$ cat src/fss_consts.svh
// Project-wide size macros for the fetch stream scheduler
`ifndef FSS_CONSTS_SVH
`define FSS_CONSTS_SVH

// ====================
// Base sizes
// ====================

// Number of hardware threads sharing the fetch unit
`define FSS_THREADS 4
// Fetch streams owned by each thread, one primary and the rest alternates
`define FSS_XSTREAMS 4
// Width of the pseudo-random generator
`define FSS_LFSR_WID 27
// Width of the per-thread fetch probability
`define FSS_PROB_WID 8

// ====================
// Derived sizes
// ====================

// Total stream count across all threads
`define FSS_STREAMS (`FSS_THREADS * `FSS_XSTREAMS)
// Bits for a thread number, a stream index within a thread, and a full stream id
`define FSS_TID_WID $clog2(`FSS_THREADS)
`define FSS_XID_WID $clog2(`FSS_XSTREAMS)
`define FSS_SID_WID (`FSS_TID_WID + `FSS_XID_WID)

`endif
$ cat src/fss_pkg.sv
// Stream, thread and command types plus the stream table state struct
`include "fss_consts.svh"

package fss_pkg;

	// ====================
	// Identifiers
	// ====================

	// Full stream number, thread in the upper bits and in-thread index below
	// Value zero is reserved to mean no stream at all
	typedef logic [`FSS_SID_WID-1:0] stream_id_t;

	// Hardware thread number
	typedef logic [`FSS_TID_WID-1:0] thread_id_t;

	// Index of a stream inside its own thread
	typedef logic [`FSS_XID_WID-1:0] xidx_t;

	// ====================
	// Commands
	// ====================

	// Opcodes the branch logic sends to the stream table
	typedef enum logic [1:0] {
		STRM_NOP     = 2'd0,
		STRM_FORK    = 2'd1,
		STRM_KILL    = 2'd2,
		STRM_PROMOTE = 2'd3
	} stream_op_t;

	// Fork uses the thread field, kill and promote use the target stream id
	typedef struct packed {
		stream_op_t op;
		thread_id_t thread;
		stream_id_t target;
	} stream_cmd_t;

	// Live bitmap over all streams and the primary index of every thread
	typedef struct packed {
		logic [`FSS_STREAMS-1:0]     live;
		xidx_t [`FSS_THREADS-1:0]    primary;
	} stream_state_t;

endpackage

$ cat src/fss_top.sv
// Top level of the fetch stream scheduler joining LFSR, stream table and chooser
`timescale 1ns/1ns
`include "fss_consts.svh"

module fss_top (
	input  logic                                       clk,
	input  logic                                       rst,
	input  logic                                       cmd_valid,
	input  fss_pkg::stream_cmd_t                       cmd,
	input  logic [`FSS_THREADS-1:0][`FSS_PROB_WID-1:0] thread_prob,
	input  logic                                       is_buffered,
	input  logic                                       fetch_adv,
	output fss_pkg::stream_id_t                        act_stream,
	output fss_pkg::stream_state_t                     state,
	output logic                                       fork_done,
	output fss_pkg::stream_id_t                        fork_stream,
	output logic                                       cmd_err
);

	// Random word, only the low byte feeds the chooser
	logic [`FSS_LFSR_WID-1:0] lfsr_out;

	// ====================
	// Random source
	// ====================

	fss_lfsr u_lfsr (
		.clk      (clk),
		.rst      (rst),
		.lfsr_out (lfsr_out)
	);

	// ====================
	// Stream table
	// ====================

	// Table state goes straight out as well as into the chooser
	fss_stream_table u_table (
		.clk         (clk),
		.rst         (rst),
		.cmd_valid   (cmd_valid),
		.cmd         (cmd),
		.state       (state),
		.fork_done   (fork_done),
		.fork_stream (fork_stream),
		.cmd_err     (cmd_err)
	);

	// ====================
	// Chooser
	// ====================

	fss_choose_stream u_choose (
		.clk         (clk),
		.rst         (rst),
		.thread_prob (thread_prob),
		.is_buffered (is_buffered),
		.state       (state),
		.rnd         (lfsr_out[`FSS_PROB_WID-1:0]),
		.fetch_adv   (fetch_adv),
		.act_stream  (act_stream)
	);

endmodule

$ cat src/fss_choose_stream.sv
// Probability-weighted choice of the next fetch stream and the active stream register
`timescale 1ns/1ns
`include "fss_consts.svh"

module fss_choose_stream (
	input  logic                                       clk,
	input  logic                                       rst,
	input  logic [`FSS_THREADS-1:0][`FSS_PROB_WID-1:0] thread_prob,
	input  logic                                       is_buffered,
	input  fss_pkg::stream_state_t                     state,
	input  logic [`FSS_PROB_WID-1:0]                   rnd,
	input  logic                                       fetch_adv,
	output fss_pkg::stream_id_t                        act_stream
);
	import fss_pkg::*;

	// Highest stream that won its draw, zero when nobody won
	stream_id_t cand;

	// Stream that fetch moves to on the next advance
	stream_id_t next_act_stream;

	// ====================
	// Stream scan
	// ====================

	// Every stream draws against its thread's probability using the same
	// random byte, so streams of one thread win or lose together
	// A probability of zero can never beat the random byte, which disables
	// the thread entirely
	// The scan runs upwards and each winner replaces the one before, so the
	// highest-numbered winner is what is left at the end
	always_comb begin : scan
		thread_id_t               thrd;
		xidx_t                    idx;
		logic [`FSS_PROB_WID-1:0] alt_prob;
		cand = '0;
		for (int n = 0; n < `FSS_STREAMS; n++) begin
			thrd = thread_id_t'(n >> `FSS_XID_WID);
			idx = xidx_t'(n);
			// Alternates get one eighth of the thread's share
			alt_prob = thread_prob[thrd] >> 3;

			// Alternate paths only draw when the fetch comes from a buffer
			// rather than the cache
			if (is_buffered && state.live[n] && (rnd < alt_prob)) begin
				cand = stream_id_t'(n);
			end

			// The thread's primary path draws at the full probability
			if (state.live[n] && (state.primary[thrd] == idx) &&
				(rnd < thread_prob[thrd])) begin
				cand = stream_id_t'(n);
			end
		end
	end

	// ====================
	// Active stream
	// ====================

	// Nothing chosen means fetch stays where it is
	assign next_act_stream = (cand != '0) ? cand : act_stream;

	// Loads only on an advance, otherwise the fetch unit keeps its stream
	// Out of reset fetch starts on thread 0's primary, stream 1
	always_ff @(posedge clk) begin
		if (rst) begin
			act_stream <= stream_id_t'(1);
		end else if (fetch_adv) begin
			act_stream <= next_act_stream;
		end
	end

endmodule

$ cat src/fss_stream_table.sv
// Live stream bitmap and per-thread primary stream with fork, kill and promote
`timescale 1ns/1ns
`include "fss_consts.svh"

module fss_stream_table (
	input  logic                   clk,
	input  logic                   rst,
	input  logic                   cmd_valid,
	input  fss_pkg::stream_cmd_t   cmd,
	output fss_pkg::stream_state_t state,
	output logic                   fork_done,
	output fss_pkg::stream_id_t    fork_stream,
	output logic                   cmd_err
);
	import fss_pkg::*;

	// Next value of the table and of the result strobes
	stream_state_t state_d;
	logic          fork_done_d;
	logic          cmd_err_d;

	// Result of the free stream search for the fork thread
	logic          free_found;
	xidx_t         free_idx;
	stream_id_t    fork_sid;

	// Decoded target of a kill or promote
	thread_id_t    tgt_thread;
	xidx_t         tgt_idx;
	logic          tgt_live;
	logic          tgt_primary;
	stream_id_t    old_primary_sid;

	// Reset picture: index 0 is primary in every thread except thread 0,
	// which uses index 1 since stream 0 stands for no stream
	function automatic stream_state_t reset_state();
		stream_state_t s;
		s.live = '0;
		for (int t = 0; t < `FSS_THREADS; t++) begin
			s.primary[t] = (t == 0) ? xidx_t'(1) : xidx_t'(0);
			s.live[t * `FSS_XSTREAMS + int'(s.primary[t])] = 1'b1;
		end
		return s;
	endfunction

	// ====================
	// Target decode
	// ====================

	// The target id carries its own thread in the upper bits
	assign tgt_thread = cmd.target[`FSS_SID_WID-1 -: `FSS_TID_WID];
	assign tgt_idx = cmd.target[`FSS_XID_WID-1:0];
	assign tgt_live = state.live[cmd.target];
	assign tgt_primary = (state.primary[tgt_thread] == tgt_idx);

	// Stream that loses primary status on a promote
	assign old_primary_sid = {tgt_thread, state.primary[tgt_thread]};

	// ====================
	// Free stream search
	// ====================

	// Priority search over the fork thread from the top index down, so the
	// lowest free index is the one left standing
	always_comb begin : free_search
		stream_id_t sid;
		free_found = 1'b0;
		free_idx = '0;
		for (int i = `FSS_XSTREAMS - 1; i >= 0; i--) begin
			sid = stream_id_t'(int'(cmd.thread) * `FSS_XSTREAMS + i);
			// Stream 0 is never handed out
			if (sid != '0 && !state.live[sid]) begin
				free_found = 1'b1;
				free_idx = xidx_t'(i);
			end
		end
	end

	assign fork_sid = {cmd.thread, free_idx};

	// ====================
	// Command apply
	// ====================

	always_comb begin
		state_d = state;
		fork_done_d = 1'b0;
		cmd_err_d = 1'b0;
		if (cmd_valid) begin
			case (cmd.op)
				STRM_FORK: begin
					// A full thread cannot take another path
					if (free_found) begin
						state_d.live[fork_sid] = 1'b1;
						fork_done_d = 1'b1;
					end else begin
						cmd_err_d = 1'b1;
					end
				end
				STRM_KILL: begin
					// Only a live alternate may be freed
					if (tgt_live && !tgt_primary) begin
						state_d.live[cmd.target] = 1'b0;
					end else begin
						cmd_err_d = 1'b1;
					end
				end
				STRM_PROMOTE: begin
					// Old primary is cleared first so promoting the current
					// primary leaves the table as it was
					if (tgt_live) begin
						state_d.live[old_primary_sid] = 1'b0;
						state_d.live[cmd.target] = 1'b1;
						state_d.primary[tgt_thread] = tgt_idx;
					end else begin
						cmd_err_d = 1'b1;
					end
				end
				default: begin
					// NOP leaves everything alone
				end
			endcase
		end
	end

	// ====================
	// Registers
	// ====================

	always_ff @(posedge clk) begin
		if (rst) begin
			state <= reset_state();
			fork_done <= 1'b0;
			cmd_err <= 1'b0;
		end else begin
			state <= state_d;
			fork_done <= fork_done_d;
			cmd_err <= cmd_err_d;
		end
	end

	// Id of the new stream, valid alongside fork_done
	always_ff @(posedge clk) begin
		if (fork_done_d) begin
			fork_stream <= fork_sid;
		end
	end

endmodule

$ cat src/fss_lfsr.sv
// Free-running 27-bit maximal-length Fibonacci LFSR
`timescale 1ns/1ns
`include "fss_consts.svh"

module fss_lfsr (
	input  logic                     clk,
	input  logic                     rst,
	output logic [`FSS_LFSR_WID-1:0] lfsr_out
);

	// Any nonzero value works as a seed since the all-zero state is the only
	// one outside the maximal cycle
	localparam logic [`FSS_LFSR_WID-1:0] SEED = 27'h2d593a7;

	logic feedback;

	// ====================
	// Feedback
	// ====================

	// Taps 27, 5, 2 and 1 give the polynomial x^27 + x^5 + x^2 + x + 1,
	// which steps through all 2^27 - 1 nonzero states
	assign feedback = lfsr_out[`FSS_LFSR_WID-1] ^ lfsr_out[4] ^
		lfsr_out[1] ^ lfsr_out[0];

	// ====================
	// Shift register
	// ====================

	// Shift left one place per clock with the new bit entering at the bottom
	// There is no enable, the generator runs continuously after reset
	always_ff @(posedge clk) begin
		if (rst) begin
			lfsr_out <= SEED;
		end else begin
			lfsr_out <= {lfsr_out[`FSS_LFSR_WID-2:0], feedback};
		end
	end

	// The low byte changes every cycle, which is what the chooser
	// compares against the thread probabilities

endmodule

$ cat config.mk
export PLATFORM = sky130hd
export DESIGN_NAME = fss_top
export DESIGN_NICKNAME = d
export VERILOG_FILES = /design/src/fss_pkg.sv /design/src/fss_top.sv /design/src/fss_choose_stream.sv /design/src/fss_stream_table.sv /design/src/fss_lfsr.sv
export VERILOG_INCLUDE_DIRS = /design/src
export SDC_FILE = /design/constraint.sdc
export NUM_CORES = 1
export LEC_CHECK = 0
export BUFFER_PORTS_ARGS = -buffer_cell sky130_fd_sc_hd__clkbuf_2
export CAP_MARGIN = 20
export CORE_MARGIN = 2
export CORE_UTILIZATION = 45
export DETAILED_ROUTE_END_ITERATION = 16
export PLACE_DENSITY = 0.66
export SYNTH_ARGS = -nofsm -noshare
export SYNTH_HDL_FRONTEND = slang
export SYNTH_SLANG_ARGS = --single-unit
$ cat constraint.sdc
create_clock -name clk -period 5.68 [get_ports clk]
set_input_delay 0.568 -clock clk [delete_from_list [all_inputs] [get_ports clk]]
set_output_delay 0.568 -clock clk [all_outputs]
set_load 0.05 [all_outputs]
# After elaboration in Yosys (flattened, before gate mapping)
# Cells that the tools add are included.
dict set report op_classes {
  add_sub_neg 3
  mul 0
  div 0
  n_lt_le_gt_ge 20
  eq_ne 19
  shifts 0
  n_mux 70
  bitwise_logic 10
  reduce_logical 87
}
# op count
set ops {}
lappend ops {{4-bit 2-to-1 mux} 29}
lappend ops {{1-bit logical AND} 69}
lappend ops {{16-bit case mux with 3 select lines} 1}
lappend ops {{4-bit by 5-bit less-than comparator with 1-bit output (second input constant)} 7}
lappend ops {{16-bit AND} 2}
lappend ops {{8-bit by 5-bit less-than comparator with 1-bit output} 4}
lappend ops {{8-bit less-than comparator} 4}
lappend ops {{16-bit 2-to-1 mux} 2}
lappend ops {{16-bit NOT} 2}
lappend ops {{16-bit OR} 2}
lappend ops {{24-bit 2-to-1 mux} 1}
lappend ops {{2-bit == test (second input constant)} 10}
lappend ops {{4-bit nonzero test} 5}
lappend ops {{1-bit 2-to-1 mux} 19}
lappend ops {{1-bit binary-select mux with 4-bit select} 4}
lappend ops {{1-bit demux with 4-bit select} 3}
lappend ops {{4-bit by 1-bit greater-or-equal comparator with 1-bit output (second input constant)} 3}
lappend ops {{2-bit 2-to-1 mux} 6}
lappend ops {{2-bit by 1-bit == test with 1-bit output (second input constant)} 5}
lappend ops {{4-bit by 2-bit adder with 4-bit output (second input constant)} 2}
lappend ops {{8-bit bitwise mux} 1}
lappend ops {{2-bit logical NOT} 3}
lappend ops {{2-bit by 1-bit inequality test with 1-bit output (second input constant)} 3}
lappend ops {{1-bit logical NOT} 5}
lappend ops {{other kinds (15)} 17}
dict set report word_totals {
  register_bits 61
  latch_bits 0
  ram_bits 0
  romBits 0
  in_bits 45
  wordCells 219
  memories 0
}

# Logic depth before layout (Yosys ltp)
dict set report logic_depth {
  depth_word 34
  mapped_depth 11
  ltp_nobuf 11
}

# Cells and area by module
# From an unflattened synthesis, not the netlist that was laid out.
dict set report hier_totals {
  hier_cells 586
  hier_area_um2 4972.3
}
# mod n_inst cells_each area_each_um2 seq_area_each_um2
set by_module_without_submodules {}
lappend by_module_without_submodules {fss_stream_table 1 293 2444.8 640.6}
lappend by_module_without_submodules {fss_choose_stream 1 234 1760.4 80.1}
lappend by_module_without_submodules {fss_lfsr 1 59 767.0 540.5}

# Worst setup path after synthesis
# No wires, ideal clock.
dict set report synth_path {
  path_type {in2reg}
  startpoint {in cmd[4] (netlist name)}
  endpoint {reg, netlist name u_table.state[19]}
  setup_ns 0.128
  t_arrival_ns 2.831
  required_time_ns 5.552
  setup_slack_ns 2.721
  cell_stages 10
  path_cell_list {clkbuf_1 mux4_2 o211ai_1 nor2_1 a311oi_1 o211a_2 buf_2 o211ai_1 a22oi_1 nor2_1}
}
dict set report synth_between {
  elab_chain_len 16
  elab_cells_between_ends 41
  cone_classes {add/sub (3); order compare (2); eq/ne (1); mux (20); bitwise (1); reduce/logical (14)}
}
# element line
set synth_rtl {}
lappend synth_rtl {{from (decl)} fss_top.sv:9} ;# input fss_pkg::stream_cmd_t cmd,
lappend synth_rtl {{4-bit by 2-bit adder with 4-bit output} fss_stream_table.sv:70} ;# sid = stream_id_t'(int'(cmd.thread) * `FSS_XSTREAMS + i);
lappend synth_rtl {{1-bit binary-select mux with 4-bit select} fss_stream_table.sv:72} ;# if (sid != '0 && !state.live[sid]) begin
lappend synth_rtl {{1-bit 2-to-1 mux (not written as such)} fss_stream_table.sv:72}
lappend synth_rtl {{1-bit logical NOT} fss_stream_table.sv:72}
lappend synth_rtl {{1-bit logical AND} fss_stream_table.sv:72}
lappend synth_rtl {{2-bit 2-to-1 mux (4 in series)} fss_stream_table.sv:72}
lappend synth_rtl {{4-bit by 5-bit less-than comparator with 1-bit output (not written as such) or 4-bit by 1-bit greater-or-equal comparator with 1-bit output (tied branches)} fss_stream_table.sv:94} ;# state_d.live[fork_sid] = 1'b1;
lappend synth_rtl {{1-bit logical AND (not written as such)} fss_stream_table.sv:94}
lappend synth_rtl {{1-bit 2-to-1 mux (not written as such)} fss_stream_table.sv:94}
lappend synth_rtl {{1-bit demux with 4-bit select} n/a}
lappend synth_rtl {{16-bit OR (no source line)} n/a}
lappend synth_rtl {{16-bit 2-to-1 mux} fss_stream_table.sv:93} ;# if (free_found) begin
lappend synth_rtl {{16-bit case mux with 3 select lines} fss_stream_table.sv:90} ;# case (cmd.op)
# Several ways; a longest one is shown, not always the timed one. The select of a mux whose other input is x is not followed.
# A chain may end at the register's enable or synchronous reset.

# Worst setup path in the final report
dict set report layout_path {
  startpoint {reg u_lfsr.lfsr_out[2]}
  endpoint {reg u_choose.act_stream[1]}
}
dict set report layout_between {
  elab_chain_len 34
  elab_cells_between_ends 70
  cone_classes {order compare (8); mux (30); reduce/logical (32)}
}
# element line
set layout_rtl {}
lappend layout_rtl {{from (decl)} fss_lfsr.sv:8} ;# output logic [`FSS_LFSR_WID-1:0] lfsr_out
lappend layout_rtl {{from (signal assigned)} fss_lfsr.sv:36} ;# lfsr_out <= {lfsr_out[`FSS_LFSR_WID-2:0], feedback};
lappend layout_rtl {{8-bit by 5-bit less-than comparator with 1-bit output} fss_choose_stream.sv:46} ;# if (is_buffered && state.live[n] && (rnd < alt_prob)) begin
lappend layout_rtl {{1-bit logical AND} fss_choose_stream.sv:46}
lappend layout_rtl {{1-bit 2-to-1 mux} fss_choose_stream.sv:46}
lappend layout_rtl {{4-bit 2-to-1 mux} fss_choose_stream.sv:51} ;# if (state.live[n] && (state.primary[thrd] == idx) &&
lappend layout_rtl {{4-bit 2-to-1 mux} fss_choose_stream.sv:46}
lappend layout_rtl {{4-bit 2-to-1 mux} fss_choose_stream.sv:51}
lappend layout_rtl {{4-bit 2-to-1 mux} fss_choose_stream.sv:46}
lappend layout_rtl {{4-bit 2-to-1 mux} fss_choose_stream.sv:51}
lappend layout_rtl {{[... 18 more ...]} n/a}
lappend layout_rtl {{4-bit 2-to-1 mux} fss_choose_stream.sv:46}
lappend layout_rtl {{4-bit 2-to-1 mux} fss_choose_stream.sv:51}
lappend layout_rtl {{4-bit 2-to-1 mux} fss_choose_stream.sv:46}
lappend layout_rtl {{4-bit 2-to-1 mux} fss_choose_stream.sv:51}
lappend layout_rtl {{4-bit 2-to-1 mux} fss_choose_stream.sv:46}
lappend layout_rtl {{4-bit 2-to-1 mux *} fss_choose_stream.sv:51}
lappend layout_rtl {{4-bit nonzero test} fss_choose_stream.sv:63} ;# assign next_act_stream = (cand != '0) ? cand : act_stream;
lappend layout_rtl {{2-bit AND reduction (no source line)} n/a}
lappend layout_rtl {{to (signal assigned)} fss_choose_stream.sv:69} ;# act_stream <= stream_id_t'(1);
lappend layout_rtl {{to (signal assigned)} fss_choose_stream.sv:71} ;# act_stream <= next_act_stream;
lappend layout_rtl {{to (decl)} fss_choose_stream.sv:13} ;# output fss_pkg::stream_id_t act_stream
# Every way passes the cells marked *; elsewhere a longest branch is shown, timed or not.

==> impl_metrics.ini <==
[synthesis]
synth_edf_count = 4
synth_warnings = 0
ys_top_cells_by_area = dfxtp_1 25%, ha_1 12%, mux4_2 4.9%
yosysSeqAreaShare = 0.277
syn_area_mm2 = 0.00456
synthArstFlopShare = 0
ys_dominant_reg_cell = dfxtp_1
ys_types = 65
synth_fp_nets = 645
synth-seq-cells = 61
postSynthCellCount = 556
post-synth-top-area-fraction = 0.250
synth_area_per_cell_um2 = 8.20
yosysTopAreaCell = dfxtp_1

[job]
drv_cap = 0

[route]
drt-total-wl_um = 13300
drtIter0Drc = 400
dr.pass1.iters = 6
drc = 0
wire_per_inst_um = 17.4
ant_nets = 0
vias = 4529
vias_per_cell = 5.94

[floorplan]
die_h_um = 105
die_width_um = 105
pin_count = 79
dieArea_mm2 = 0.0110
start_util = 0.464
core_area_mm2 = 0.00982
rows = 36

[place]
io_buffer_count = 78
hpwl_um = 10100
gp_congestion = 0.974
post-place-cells = 745

[global_routing]
grt_pass1_wl_um = 21800
antenna_found_initial = 0
grt_use_total = 0.247
grt_max_degree = 59
grt_overflow = 0
first_global_vias = 4327

[outcome]
status = finished, final reports clean

[final_layout]
area_growth_pct = 15.2
antenna_cells = 0
drive_above_1_share = 0.219
nets = 713
fin_cells = 762
final_core_util = 0.535

[cts]
clkTransAtPathRegs_ps = 80
cts_made_buffers = 9
cts_setup_buffers = 0
cts_tree = done
cts_root_buf = clkbuf_8
hold_buffers = 0
clk_path_buf_depth = 2
cts_max_level = 3
clock_latency_ps = 350
cts-resized-gates = 0
cts.sinks = 61

[setup_path]
ff2ff_path_depth = 10
worstPathCellList = ha_1 > a211oi_1 > o21ai_0 > a211oi_1 > o211ai_1 > a22oi_1 > a211o_1 > o2111ai_2 > a221oi_2 > a311oi_2
crit_family = compound AO/OA/AOI/OAI gates
critPathMaxStageDelay_ps = 610
setup.worst_path.end_class = flip-flop
critPathSlowestCell = a211oi_1
cp_max_fo = 9
worstPathArrival_ps = 3600
critPathLaunchType = flip-flop
cp_common_cell = a211oi_1
path_buf_inv = 0
critical_path_class = flip-flop to flip-flop
startpoint = u_lfsr.lfsr_out[2]
crit_required_ps = 5890
endpoint = u_choose.act_stream[1]
cp_num_cells = 10
ff2ff_setup_slack_ps = 2290
reg2reg_from = u_lfsr.lfsr_out[2]
timing.rr.end = u_choose.act_stream[1]

[hold_path]
hold_class = flip-flop to flip-flop
hold_path_depth = 1

[timing]
max-slew-margin-rel = 0.398
tns_ps = 0
min_period_over_period = 0.596
fin_worst_skew_ps = 9.64
maxSlewViolCount = 0
fin_crit_ps = 3390
max_freq_mhz = 295
worst_pin_slew_ps = 895
finalHoldViolCount = 0
rsz0062_at_grt = false
setup_violations = 0

[pwr]
ir_worst_vdd_uv = 170
p_per_area_mw_per_mm2 = 230
p_leak_nw = 2.33
## through the flow
step / setup slack [ps] / area, um2 / hold slack [ps] / power [mW]
after CTS: 2210 / 5230 / 415 / 1.22
after global placement: 2110 / 5030 / 392 / 0.799
after floorplan: 2720 / 4560 / 389 / 0.724
after detailed placement: 2130 / 5030 / 394 / 0.810
final: 2290 / 5250 / 412 / 1.21
after global routing: 1880 / 5250 / 435 / 1.28
## cell families after synthesis
group / Yosys count / synth area share
fa+ha+maj: 44 / 0.121
simple gates: 199 / 0.219
compound gates: 165 / 0.252
mux: 19 / 0.0694
flops: 61 / 0.277
buf+inv: 63 / 0.0529
xor+xnor: 5 / 0.00960
## worst min path at each step
stage               slack (ps)                 from                  end
CTS                        410  u_lfsr.lfsr_out[11]  u_lfsr.lfsr_out[12]
finish                     410  u_lfsr.lfsr_out[11]  u_lfsr.lfsr_out[12]
detailed placement         390  u_lfsr.lfsr_out[11]  u_lfsr.lfsr_out[12]
global placement           390  u_lfsr.lfsr_out[14]  u_lfsr.lfsr_out[15]
global route               430  u_lfsr.lfsr_out[11]  u_lfsr.lfsr_out[12]
floorplan                  390  u_lfsr.lfsr_out[11]  u_lfsr.lfsr_out[12]
## layout make-up
cell class	instances	area, um2
clock buffers	9	124
clock inverters	7	78.8
fillers	972	4570
inverters	41	154
multi-input cells	432	3060
flip-flops and latches	61	1260
well taps	133	166
repair buffers	79	410
## metal layers
layer / routed length (um) / vias up / track usage
met5: 0 / - / 0
met4: 341 / 0 / 0.0914
met3: 1000 / 38 / 0.0530
met2: 5940 / 227 / 0.390
met1: 6010 / 2098 / 0.334
li1: - / 2166 / -
## report_power, final
| group | leakage (nW) | internal (mW) | switching (mW) |
|---|---|---|---|
| logic | 1.72 | 0.124 | 0.186 |
| clock network | 0.107 | 0.210 | 0.194 |
| registers | 0.506 | 0.457 | 0.0389 |
| total | 2.33 | 0.791 | 0.419 |
## placed cells by master (no fill, tap or decap), types with 12 or more instances in the layout
master    Yosys  final
dfxtp_1      57     57
nor2b_1      30     30
nand2b_1     12     12
clkbuf_2      0     78
o21ai_0      29     29
nand2_1      39     39
nand3_1      13     13
nor2_1       57     57
a21oi_1      33     33
a211oi_1     14     14
inv_1        40     40
ha_1         44     44
or2_2        20     20
## worst reg2reg max path: cells and delay by family, from the launching register on
kind / cells / cell delay, ps
AO/OA/AOI/OAI: 9 / 2360
adder cells (fa/ha/maj): 1 / 330
flip-flops: 1 / 570
## synth_stat cells, drive strengths merged, types with 13 or more instances
| library cell | n |
|---|---|
| or2 | 20 |
| ha | 44 |
| a21oi | 34 |
| a211oi | 14 |
| nor2 | 57 |
| o21ai | 39 |
| clkbuf | 18 |
| nand3 | 13 |
| nand2 | 39 |
| dfxtp | 57 |
| inv | 41 |
| nor2b | 30 |
Note: power is estimated with default switching activity, not from simulation.
